[src/decodePkg.sv]
package decodePkg;

    localparam int instW  = 32;
    localparam int lAddrW = 6;

    localparam logic [lAddrW-1:0] regLink = lAddrW'(31);
    localparam logic [lAddrW-1:0] regHi   = lAddrW'(32);   // above the general registers.
    localparam logic [lAddrW-1:0] regLo   = lAddrW'(33);

    typedef enum logic [5:0] {
        nopU, addU, adduU, subU, subuU, sltU, sltuU, addiU, addiuU, sltiU, sltiuU,
        andU, orU, xorU, norU, andiU, oriU, xoriU, luiU,
        sllU, srlU, sraU, sllvU, srlvU, sravU,
        multHiU, multLoU, multuHiU, multuLoU, divHiU, divLoU, divuHiU, divuLoU,
        mfhiU, mfloU, mthiU, mtloU,
        beqU, bneU, bgezU, bgtzU, blezU, bltzU, bgezalU, bltzalU,
        jU, jalU, jrU, jalrU,
        syscallU, breakU, reservedU
    } uopKind_t;

    typedef enum logic {unitAlu, unitMdu} unit_t;
    typedef enum logic [2:0] {
        aluArith, aluLogic, aluShift, aluBranch, aluMove, aluMisc
    } aluType_t;
    typedef enum logic [1:0] {brNone, brCond, brJump, brReg} branchType_t;
    typedef enum logic [1:0] {immSext, immZext, immLui, immShamt} immSel_t;
    typedef enum logic [2:0] {
        excNone, excSysCall, excBreak, excReserved, excAddrIF
    } exc_t;

    typedef struct packed {
        logic             valid;
        logic [instW-1:0] inst;
        logic [instW-1:0] pc;
        logic             badAddr;   // fetch address error.
    } fetchBundle_t;

    typedef struct packed {
        logic              valid;
        logic [instW-1:0]  pc;
        logic              badAddr;
        logic [instW-1:0]  inst;
        logic [lAddrW-1:0] rs;
        logic [lAddrW-1:0] rt;
        logic [lAddrW-1:0] rd;
        logic [15:0]       offset;
        logic [25:0]       jumpIdx;
        logic [instW-1:0]  immSext;
        logic [instW-1:0]  immZext;
        logic [instW-1:0]  immLui;
        logic [instW-1:0]  immShamt;
    } fields_t;

    typedef struct packed {
        logic              valid;
        logic [instW-1:0]  pc;
        logic              badAddr;
        logic [instW-1:0]  inst;
        logic [lAddrW-1:0] rs;
        logic [lAddrW-1:0] rt;
        logic [lAddrW-1:0] rd;
        logic [15:0]       offset;
        logic [25:0]       jumpIdx;
        uopKind_t          kind;
        logic              split;     // hi/lo pair.
        unit_t             unit;
        aluType_t          aluType;
        branchType_t       branchType;
        logic [lAddrW-1:0] op0Addr;
        logic [lAddrW-1:0] op1Addr;
        logic [lAddrW-1:0] dstAddr;
        logic              op0Re;
        logic              op1Re;
        logic              dstWe;
        immSel_t           immSel;
        exc_t              exc;
        logic [instW-1:0]  imm;
    } uopTemplate_t;

    typedef struct packed {
        logic              valid;
        uopKind_t          kind;
        unit_t             unit;
        aluType_t          aluType;
        logic [lAddrW-1:0] op0Addr;
        logic [lAddrW-1:0] op1Addr;
        logic [lAddrW-1:0] dstAddr;
        logic              op0Re;
        logic              op1Re;
        logic              dstWe;
        logic [instW-1:0]  imm;
        branchType_t       branchType;
        logic [instW-1:0]  branchAddr;
        logic [instW-1:0]  pc;
        logic              causeExc;
        exc_t              exc;
        logic [instW-1:0]  badVAddr;
    } uop_t;

endpackage

[src/fieldSplit.sv]
`timescale 1ns/1ps

module fieldSplit import decodePkg::*; (
    input  logic         clk,
    input  logic         rstN,
    input  fetchBundle_t fetch,
    output fields_t      fields
);

    logic [instW-1:0] inst;
    fields_t          nxt;

    assign inst = fetch.inst;

    always_comb begin
        nxt.valid    = fetch.valid;
        nxt.pc       = fetch.pc;
        nxt.badAddr  = fetch.badAddr;
        nxt.inst     = inst;
        nxt.rs       = lAddrW'(inst[25:21]);
        nxt.rt       = lAddrW'(inst[20:16]);
        nxt.rd       = lAddrW'(inst[15:11]);
        nxt.offset   = inst[15:0];
        nxt.jumpIdx  = inst[25:0];
        // decode picks one of these four immediates.
        nxt.immSext  = {{16{inst[15]}}, inst[15:0]};
        nxt.immZext  = {16'h0000, inst[15:0]};
        nxt.immLui   = {inst[15:0], 16'h0000};
        nxt.immShamt = {27'h0, inst[10:6]};
    end

    always_ff @(posedge clk) begin
        fields <= nxt;
        if (!rstN) begin
            fields.valid <= 1'b0;
        end
    end

endmodule

[src/opDecode.sv]
`timescale 1ns/1ps

module opDecode import decodePkg::*; (
    input  logic         clk,
    input  logic         rstN,
    input  fields_t      fields,
    output uopTemplate_t tmpl
);

    logic [5:0]   opcode;
    logic [5:0]   funct;
    uopKind_t     kind;
    uopTemplate_t nxt;

    assign opcode = fields.inst[31:26];
    assign funct  = fields.inst[5:0];

    // encoding to kind.
    always_comb begin
        kind = reservedU;
        if (fields.inst == '0) begin
            kind = nopU;
        end else begin
            case (opcode)
                6'h00: begin
                    case (funct)
                        6'h00: kind = sllU;
                        6'h02: kind = srlU;
                        6'h03: kind = sraU;
                        6'h04: kind = sllvU;
                        6'h06: kind = srlvU;
                        6'h07: kind = sravU;
                        6'h08: kind = jrU;
                        6'h09: kind = jalrU;
                        6'h0c: kind = syscallU;
                        6'h0d: kind = breakU;
                        6'h10: kind = mfhiU;
                        6'h11: kind = mthiU;
                        6'h12: kind = mfloU;
                        6'h13: kind = mtloU;
                        6'h18: kind = multHiU;
                        6'h19: kind = multuHiU;
                        6'h1a: kind = divHiU;
                        6'h1b: kind = divuHiU;
                        6'h20: kind = addU;
                        6'h21: kind = adduU;
                        6'h22: kind = subU;
                        6'h23: kind = subuU;
                        6'h24: kind = andU;
                        6'h25: kind = orU;
                        6'h26: kind = xorU;
                        6'h27: kind = norU;
                        6'h2a: kind = sltU;
                        6'h2b: kind = sltuU;
                        default: kind = reservedU;
                    endcase
                end
                6'h01: begin   // regimm selects on rt.
                    case (fields.rt)
                        6'h00: kind = bltzU;
                        6'h01: kind = bgezU;
                        6'h10: kind = bltzalU;
                        6'h11: kind = bgezalU;
                        default: kind = reservedU;
                    endcase
                end
                6'h02: kind = jU;
                6'h03: kind = jalU;
                6'h04: kind = beqU;
                6'h05: kind = bneU;
                6'h06: kind = blezU;
                6'h07: kind = bgtzU;
                6'h08: kind = addiU;
                6'h09: kind = addiuU;
                6'h0a: kind = sltiU;
                6'h0b: kind = sltiuU;
                6'h0c: kind = andiU;
                6'h0d: kind = oriU;
                6'h0e: kind = xoriU;
                6'h0f: kind = luiU;
                default: kind = reservedU;
            endcase
        end
    end

    always_comb begin
        nxt.valid      = fields.valid && (kind != nopU);
        nxt.pc         = fields.pc;
        nxt.badAddr    = fields.badAddr;
        nxt.inst       = fields.inst;
        nxt.rs         = fields.rs;
        nxt.rt         = fields.rt;
        nxt.rd         = fields.rd;
        nxt.offset     = fields.offset;
        nxt.jumpIdx    = fields.jumpIdx;
        nxt.kind       = kind;
        nxt.split      = 1'b0;
        nxt.unit       = unitAlu;
        nxt.aluType    = aluMisc;
        nxt.branchType = brNone;
        nxt.op0Addr    = fields.rs;
        nxt.op1Addr    = fields.rt;
        nxt.dstAddr    = fields.rd;
        nxt.op0Re      = 1'b0;
        nxt.op1Re      = 1'b0;
        nxt.dstWe      = 1'b0;
        nxt.immSel     = immSext;
        nxt.exc        = excNone;
        case (kind)
            addU, adduU, subU, subuU, sltU, sltuU, andU, orU, xorU, norU: begin
                nxt.aluType = (kind inside {andU, orU, xorU, norU}) ? aluLogic : aluArith;
                nxt.op0Re   = 1'b1;
                nxt.op1Re   = 1'b1;
                nxt.dstWe   = 1'b1;
            end
            addiU, addiuU, sltiU, sltiuU, andiU, oriU, xoriU, luiU: begin
                nxt.aluType = (kind inside {addiU, addiuU, sltiU, sltiuU}) ? aluArith : aluLogic;
                nxt.dstAddr = fields.rt;
                nxt.op0Re   = (kind != luiU);
                nxt.dstWe   = 1'b1;
                if (kind == luiU) nxt.immSel = immLui;
                else if (nxt.aluType == aluLogic) nxt.immSel = immZext;
            end
            sllU, srlU, sraU, sllvU, srlvU, sravU: begin
                nxt.aluType = aluShift;
                nxt.op0Addr = fields.rt;   // value being shifted.
                nxt.op1Addr = fields.rs;
                nxt.op0Re   = 1'b1;
                nxt.op1Re   = (kind inside {sllvU, srlvU, sravU});
                nxt.dstWe   = 1'b1;
                nxt.immSel  = immShamt;
            end
            multHiU, multuHiU, divHiU, divuHiU: begin
                nxt.unit    = unitMdu;
                nxt.split   = 1'b1;
                nxt.dstAddr = regHi;       // lo half is added in uopForm.
                nxt.op0Re   = 1'b1;
                nxt.op1Re   = 1'b1;
                nxt.dstWe   = 1'b1;
            end
            mfhiU, mfloU, mthiU, mtloU: begin
                nxt.aluType = aluMove;
                if (kind == mfhiU) nxt.op0Addr = regHi;
                if (kind == mfloU) nxt.op0Addr = regLo;
                if (kind == mthiU) nxt.dstAddr = regHi;
                if (kind == mtloU) nxt.dstAddr = regLo;
                nxt.op0Re   = 1'b1;
                nxt.dstWe   = 1'b1;
            end
            beqU, bneU, bgezU, bgtzU, blezU, bltzU, bgezalU, bltzalU: begin
                nxt.aluType    = aluBranch;
                nxt.branchType = brCond;
                nxt.dstAddr    = regLink;
                nxt.op0Re      = 1'b1;
                nxt.op1Re      = (kind == beqU) || (kind == bneU);
                nxt.dstWe      = (kind == bgezalU) || (kind == bltzalU);
            end
            jU, jalU: begin
                nxt.aluType    = aluBranch;
                nxt.branchType = brJump;
                nxt.dstAddr    = regLink;
                nxt.dstWe      = (kind == jalU);
            end
            jrU, jalrU: begin
                nxt.aluType    = aluBranch;
                nxt.branchType = brReg;
                nxt.op0Re      = 1'b1;
                nxt.dstWe      = (kind == jalrU);
            end
            syscallU: nxt.exc = excSysCall;
            breakU:   nxt.exc = excBreak;
            reservedU: nxt.exc = excReserved;
            default: ;
        endcase
        // unused ports carry no address.
        if (!nxt.op0Re) nxt.op0Addr = '0;
        if (!nxt.op1Re) nxt.op1Addr = '0;
        if (!nxt.dstWe) nxt.dstAddr = '0;
        case (nxt.immSel)
            immZext:  nxt.imm = fields.immZext;
            immLui:   nxt.imm = fields.immLui;
            immShamt: nxt.imm = fields.immShamt;
            default:  nxt.imm = fields.immSext;
        endcase
    end

    always_ff @(posedge clk) begin
        tmpl <= nxt;
        if (!rstN) begin
            tmpl.valid <= 1'b0;
        end
    end

endmodule

[src/uopForm.sv]
`timescale 1ns/1ps

module uopForm import decodePkg::*; (
    input  logic         clk,
    input  logic         rstN,
    input  uopTemplate_t tmpl,
    output uop_t         uop0,
    output uop_t         uop1
);

    uop_t             nxt0;
    uop_t             nxt1;
    logic [instW-1:0] offsetW;

    assign offsetW = {{14{tmpl.offset[15]}}, tmpl.offset, 2'b00};   // word offset.

    always_comb begin
        nxt0.valid      = tmpl.valid;
        nxt0.kind       = tmpl.kind;
        nxt0.unit       = tmpl.unit;
        nxt0.aluType    = tmpl.aluType;
        nxt0.op0Addr    = tmpl.op0Addr;
        nxt0.op1Addr    = tmpl.op1Addr;
        nxt0.dstAddr    = tmpl.dstAddr;
        nxt0.op0Re      = tmpl.op0Re;
        nxt0.op1Re      = tmpl.op1Re;
        nxt0.dstWe      = tmpl.dstWe;
        nxt0.imm        = tmpl.imm;
        nxt0.branchType = tmpl.branchType;
        nxt0.pc         = tmpl.pc;
        case (tmpl.branchType)
            brCond:  nxt0.branchAddr = tmpl.pc + offsetW;
            brJump:  nxt0.branchAddr = {tmpl.pc[instW-1 -: 4], tmpl.jumpIdx, 2'b00};
            default: nxt0.branchAddr = '0;   // jr target comes from a register.
        endcase

        // fetch fault wins over whatever the table found.
        if (tmpl.badAddr) begin
            nxt0.exc      = excAddrIF;
            nxt0.badVAddr = tmpl.pc;
        end else begin
            nxt0.exc      = tmpl.exc;
            nxt0.badVAddr = '0;
        end
        nxt0.causeExc = (nxt0.exc != excNone);

        nxt1         = nxt0;
        nxt1.valid   = tmpl.valid && tmpl.split;
        nxt1.dstAddr = regLo;
        case (tmpl.kind)
            multHiU:  nxt1.kind = multLoU;
            multuHiU: nxt1.kind = multuLoU;
            divHiU:   nxt1.kind = divLoU;
            divuHiU:  nxt1.kind = divuLoU;
            default:  nxt1.kind = nopU;
        endcase
    end

    always_ff @(posedge clk) begin
        uop0 <= nxt0;
        uop1 <= nxt1;
        if (!rstN) begin
            uop0.valid <= 1'b0;
            uop1.valid <= 1'b0;
        end
    end

endmodule

[src/decodeTop.sv]
`timescale 1ns/1ps

module decodeTop import decodePkg::*; (
    input  logic         clk,
    input  logic         rstN,
    input  fetchBundle_t fetch,
    output uop_t         uop0,
    output uop_t         uop1
);

    fields_t      fields;
    uopTemplate_t tmpl;

    // three register stages from fetch to uops.
    fieldSplit fieldSplit0 (
        .clk    (clk),
        .rstN   (rstN),
        .fetch  (fetch),
        .fields (fields)
    );

    opDecode opDecode0 (
        .clk    (clk),
        .rstN   (rstN),
        .fields (fields),
        .tmpl   (tmpl)
    );

    uopForm uopForm0 (
        .clk  (clk),
        .rstN (rstN),
        .tmpl (tmpl),
        .uop0 (uop0),
        .uop1 (uop1)
    );

endmodule

[config.mk]
export PLATFORM = sky130hd
export DESIGN_NAME = decodeTop
export DESIGN_NICKNAME = d
export VERILOG_FILES = /design/src/decodePkg.sv /design/src/fieldSplit.sv /design/src/opDecode.sv /design/src/uopForm.sv /design/src/decodeTop.sv
export SDC_FILE = /design/constraint.sdc
export NUM_CORES = 1
export LEC_CHECK = 0
export BUFFER_PORTS_ARGS = -buffer_cell sky130_fd_sc_hd__buf_2
export CAP_MARGIN = 20
export CORE_MARGIN = 4
export CORE_UTILIZATION = 50
export DETAILED_ROUTE_END_ITERATION = 10
export PLACE_DENSITY = 0.83
export REMOVE_ABC_BUFFERS = 1
export SYNTH_ARGS = -nofsm -noshare
export SYNTH_HDL_FRONTEND = slang
export SYNTH_SLANG_ARGS = --single-unit
[constraint.sdc]
create_clock -name clk -period 3.45 [get_ports clk]
set_input_delay 0.69 -clock clk [delete_from_list [all_inputs] [get_ports clk]]
set_output_delay 0.69 -clock clk [all_outputs]
set_load 0.02 [all_outputs]
==> After elaboration in Yosys (flattened, before gate mapping) <==
Memories as Yosys holds them, arrays and structs flattened. A register that Yosys moved wholly into a read port is not among the register bits.
Cells that the tools add are included.
{ "word_totals": {"ff_bits": 461, "latch_bits": 0, "ram_bits": 0, "romBits": 384, "inputBits": 68, "output_inout_bits": 332, "mem_count": 1} }
{ "classes": {"addsub": 1, "n_mul": 0, "n_div": 0, "n_lt_le_gt_ge": 0, "n_eq_ne": 76, "shifts": 0, "n_mux": 26, "n_bitwise": 0, "n_reduce_logical": 25} }
{ "mem_list": {"columns": ["memory", "words", "word_bits", "rd", "rd_clocked_by_memory_dff", "wr", "line", "source"], "rows": [
  ["(no name shown)", 64, 6, 1, 1, 0, "opDecode.sv:26", "case (funct)"]
]} }
{ "op_table": {"columns": ["operator", "n"], "rows": [
  ["6-bit equality test, second input constant", 19],
  ["6-bit by 5-bit equality test with 1-bit output, second input constant", 17],
  ["6-bit by 4-bit equality test with 1-bit output, second input constant", 16],
  ["32-bit case mux with 3 select lines", 1],
  ["6-bit case mux with 16 select lines", 1],
  ["32-bit case mux with 2 select lines", 1],
  ["6-bit by 3-bit equality test with 1-bit output, second input constant", 8],
  ["6-bit case mux with 4 select lines", 2],
  ["35-bit 2-to-1 mux", 1],
  ["34-bit OR reduction", 1],
  ["32-bit adder", 1],
  ["32-bit zero test", 1],
  ["32-bit OR reduction", 1],
  ["6-bit 2-to-1 mux", 5],
  ["6-bit by 2-bit equality test with 1-bit output, second input constant", 4],
  ["5-bit case mux with 4 select lines", 1],
  ["10-bit OR reduction", 2],
  ["8-bit OR reduction", 2],
  ["3-bit case mux with 5 select lines", 1],
  ["14-bit OR reduction", 1],
  ["6-bit by 1-bit equality test with 1-bit output, second input constant", 2],
  ["6-bit zero test", 2],
  ["2-bit case mux with 3 select lines", 2],
  ["6-bit case mux with 2 select lines", 1],
  ["22 further kinds", 35]
]} }

==> Logic depth before layout (Yosys ltp) <==
{ "logic_depth": {"word_depth": 13, "mapped_depth": 13, "depth_no_buf": 11} }

==> Cells and area by module <==
Synthesis repeated with hierarchy kept, for this count alone.
{ "unflattened": {"hier_cells": 1479, "hier_area_um2": 16128.0} }
{ "by_module_without_submodules": {"columns": ["mod", "instances", "cells_each", "area_each_um2"], "rows": [
  ["uopForm", 1, 637, 6760.2],
  ["opDecode", 1, 586, 6625.1],
  ["fieldSplit", 1, 256, 2742.6]
]} }

==> Worst setup path before layout <==
Ideal clock, no wire load.
{ "synth_timing": {"path_type": "flip-flop to flip-flop", "start": "register, netlist name fieldSplit0.fields[204]", "end": "register, netlist name opDecode0.tmpl[41]", "setup_time_ns": 0.134, "arrival_ns": 2.620, "required_ns": 3.316, "setup_slack_ns": 0.696, "path_stages_with_launch": 11, "n_path_buf": 1, "period_less_slack_ns": 2.754, "path_cell_list": "dfxtp_1 or4_4 o2111ai_2 o2111a_1 buf_6 o21ai_2 or3_4 a311oi_4 a21oi_2 a221oi_1 nor2_1"} }
{ "synth_via": {"elab_chain_cells": 6, "elab_cells_between_ends": 59, "cone_classes": "eq/ne: 44; mux: 5; reduce/logical: 10"} }
{ "synth_rtl": {"columns": ["element", "line", "source"], "rows": [
  ["32-bit zero test (*)", "opDecode.sv:21", "if (fields.inst == '0) begin"],
  ["6-bit 2-to-1 mux (*)", "opDecode.sv:21", null],
  ["branches (longest 4 deep; another with 32-bit OR reduction)", null, null]
]} }
Mark *: on every way between the ends.
A chain may end at the register's enable or synchronous reset.

==> Final worst setup path <==
{ "layout_timing": {"start": "register, netlist name fieldSplit0.fields[217]", "end": "register, netlist name opDecode0.tmpl[42]"} }
{ "layout_via": {"elab_chain_cells": 7, "elab_cells_between_ends": 76, "cone_classes": "eq/ne: 59; mux: 6; reduce/logical: 11"} }
{ "layout_rtl": {"columns": ["element", "line", "source"], "rows": [
  ["6-bit by 4-bit equality test with 1-bit output (tied with other cells)", "opDecode.sv:24", "case (opcode)"],
  ["6-bit case mux with 16 select lines", "opDecode.sv:24", null],
  ["6-bit 2-to-1 mux (*)", "opDecode.sv:21", null],
  ["branches (longest 4 deep; another with 32-bit OR reduction)", null, null]
]} }
Marks and branches as above.

==> key figures <==
Run
  – Max cap viols: 0

Clock tree
  – Latest clock arrival within the worst-skew pair: 500 ps
  – Clock Pin Slew Worst Setup and Hold Paths: 70 ps
  – Num CTS Buffers: 35
  – Clock root buffer: clkbuf_16
  – CTS tree: yes
  – Clock buffer depth: 3
  – CTS H-tree lvls: 2
  – Hold buffer count at CTS: 0
  – # clock sinks: 368

Pwr
  – Static leakage: 0.00717 uW
  – Clock share of power: 40.7%
  – Combinational power share: 10.6%
  – Max VDD drop: 0.411 mV
  – Sequential Power Share: 48.7%
  – P_int: 7190 uW
  – Sw frac: 24.6%
  – Psw: 2340 uW
  – PD cells: 636 nW/um^2

STA
  – Final Cycle Share: 93.5%
  – Tmin final: 3230 ps
  – Rel. slew slack: 48.7%
  – FMAX: 0.310 GHz
  – Final WS setup: 224 ps
  – Pins Over Slew Limit: 0
  – Endpoints failing hold: 0
  – Final number of setup-violating endpoints: 0
  – Worst Tran Pin Value: 765 ps
  – Worst setup skew after layout: 14.5 ps
  – Setup_tns: 0 ps

Floorplanning
  – Ports: 400
  – Die span in y: 166 um
  – Die Wd: 166 um
  – Die ar.: 27600 um^2
  – Core ar.: 24500 um^2
  – Std cell rows: 57
  – Starting density of the core: 51.1%

Worst setup path
  – Worst path slowest cell: dfxtp_1
  – Worst r2r src: fieldSplit0.fields[217]
  – Max stage delay on crit path: 600 ps
  – Crit path buf inv count: 1
  – CP Cell Sequence: or3b_2, a21oi_1, o31ai_1, nand2_2, buf_4, or3_4, a311oi_4, a21oi_2, a221oi_1, nor2_1
  – CP startpoint: fieldSplit0.fields[217]
  – Worst path depth: 10
  – Crit-path max FO: 14
  – Worst EP required: 3830 ps
  – Startpoint types: flop
  – Kind of cell adding the most delay to the critical path: compound AO/OA/AOI/OAI gates
  – Kind of critical path: flop to flop
  – Worst setup EP type: flop
  – Reg2Reg Setup Slack: 220 ps
  – FF-to-FF End: opDecode0.tmpl[42]
  – Worst endpoint data arrival time: 3600 ps
  – Worst r2r path cells: 10
  – Setup crit end: opDecode0.tmpl[42]

Layout
  – Area Growth Syn to Fin: 19.9%
  – Layout cell share with drive strength beyond 1: 34.7%
  – Design area: 15000 um^2
  – Layout net count: 1523
  – Non-filler cells, final: 1769

Synthesis
  – Post-synth top area share: 59.0%
  – Library cells used by synthesis: 76
  – FF+latch count, synth: 368
  – Largest area contributor in the netlist: dfxtp_1
  – Ys flop type: dfxtp_1
  – Post-synth EDFFs: 0
  – Syn avg cell area: 10.9 um^2
  – Post-Syn Area: 12500 um^2
  – Synthesis Warnings: 0
  – Top cells by area, synth: dfxtp_1 59%, buf_4 9.8%, ha_1 3.7%
  – Most frequent cell after synthesis: dfxtp_1
  – Mapped Cells: 1147
  – FFs w/ async S/R, synth: 0%
  – Fraction of the yosys area taken by sequential cells: 59.0%
  – Commonest cells in the netlist: 368 x dfxtp_1, 163 x buf_4, 77 x nand2_1

Routing
  – Average routed wire per standard cell: 18.1 um
  – DR vias: 8782
  – 1st-iter DRT viols: 477
  – Avg Vias per Cell: 4.96
  – Routed Antenna Nets: 0
  – Final WL: 32000 um
  – DR DRC count: 0
  – DR pass1 iterations: 5

Global route
  – Initial antenna violation count: 1
  – GRT Total Usage: 22.3%
  – Total grt overflow: 0
  – Number of global-route vias before repair: 8782
  – Largest net degree at the start of global routing: 37
  – First-pass GRT wire length: 49500 um

Place
  – Pre-CTS setup slack: 248 ps
  – Dpl cells: 1701
  – Post-DP Area: 13700 um^2
  – Detailed Place HPWL: 24400 um
  – PortBufs: 390
  – Routability cong.: 0.888

Outcome
  – Status: completed

Min path
  – Worst Hold Class: input pin to flop
-- metal layers --
metal  up-vias  wire, um  track usage [%]
met5         -         0                0
met4         0       980             7.68
met3        70      2140             5.09
met2       370     15900             39.5
met1      4063     13100             26.8
li1       4279         -                -
-- flip-flops by register name, summed over array words and instances, names as in the netlist, named ones only --
name	flops
uopForm0.uop0	165
opDecode0.tmpl	126
fieldSplit0.fields	66
uopForm0.uop1	5
-- what timing repair did --
item	4_1_cts	5_1_grt
endpoints found under the setup margin	0	26
gates resized for setup	0	2
setup buffers	0	2
-- placed cells by master (no fill, tap or decap), types with 4 or more instances in the layout --
| master | synthesis | routed |
|---|---|---|
| a221oi_1 | 4 | 4 |
| o22ai_1 | 5 | 5 |
| o211ai_1 | 5 | 5 |
| nor2_1 | 44 | 44 |
| clkbuf_8 | 0 | 9 |
| a31oi_1 | 7 | 7 |
| a211oi_1 | 9 | 9 |
| o31ai_1 | 5 | 5 |
| dfxtp_1 | 368 | 368 |
| ha_1 | 37 | 37 |
| clkbuf_1 | 20 | 7 |
| a21o_1 | 21 | 21 |
| nor2b_1 | 12 | 11 |
| clkbuf_16 | 0 | 37 |
| xor2_1 | 12 | 12 |
| o21ai_0 | 51 | 51 |
| and3_1 | 7 | 7 |
| a22o_1 | 4 | 4 |
| nor3_1 | 8 | 8 |
| or3_1 | 7 | 7 |
| nor4_1 | 14 | 14 |
| inv_1 | 21 | 21 |
| conb_1 | 2 | 9 |
| nand4_1 | 7 | 7 |
| nand2_1 | 77 | 76 |
| o21bai_1 | 4 | 4 |
| xnor2_1 | 18 | 18 |
| nand3_1 | 24 | 24 |
| buf_2 | 10 | 390 |
| buf_4 | 163 | 31 |
| nand2b_1 | 10 | 10 |
| o21a_1 | 9 | 9 |
| a21oi_1 | 49 | 49 |
| and2_1 | 50 | 50 |
-- power groups by stage --
| stage | Sequential, uW | Combinational (uW) | Clock (uW) |
|---|---|---|---|
| 3_5_place_dp | 4740 | 993 | 0 |
| 4_1_cts | 4650 | 998 | 3950 |
| 6_report | 4640 | 1010 | 3880 |
| 3_3_place_gp | 4740 | 983 | 0 |
| 2_1_floorplan | 4930 | 388 | 0 |
| 5_1_grt | 4670 | 1090 | 4120 |
-- through the flow --
stage          hold slack [ps]  power [uW]  util (%)
4_1_cts                    262        9600      61.0
2_1_floorplan              310        5320         -
6_report                   289        9530      61.2
3_3_place_gp               310        5720      56.1
5_1_grt                    262        9880      61.2
3_5_place_dp               312        5740      56.1
-- cell families after synthesis --
logic type,share of synthesized area [%]
adder cells (fa/ha/maj),3.87
AND/OR/NAND/NOR,11.9
multiplexers,0.421
AO/OA/AOI/OAI,11.1
flip-flops,59.0
buffers and inverters,11.6
XOR/XNOR,2.10
other,0.0601
-- area by class of cell --
class	instances	area, um^2
Clock buffer	53	1080
Antenna cell	2	5.00
Sequential cell	368	7370
Inverter	21	78.8
Multi-Input combinational cell	569	3720
Clock inverter	10	120
Tap cell	324	405
Fill cell	1942	9480
Timing Repair Buffer	422	2210
-- worst min path at each step --
stage / start / end / cells past startpoint / slack [ps]
final: fetch[1] / fieldSplit0.fields[221] / 1 / 290
after global routing: fetch[9] / fieldSplit0.fields[229] / 1 / 260
after CTS: fetch[1] / fieldSplit0.fields[221] / 1 / 260
after detailed placement: fieldSplit0.fields[223] / opDecode0.tmpl[166] / 0 / 310
after global placement: opDecode0.tmpl[4] / uopForm0.uop0[106] / 0 / 310
after floorplan: fieldSplit0.fields[220] / opDecode0.tmpl[163] / 0 / 310
Power figures use the tool's default switching activity.
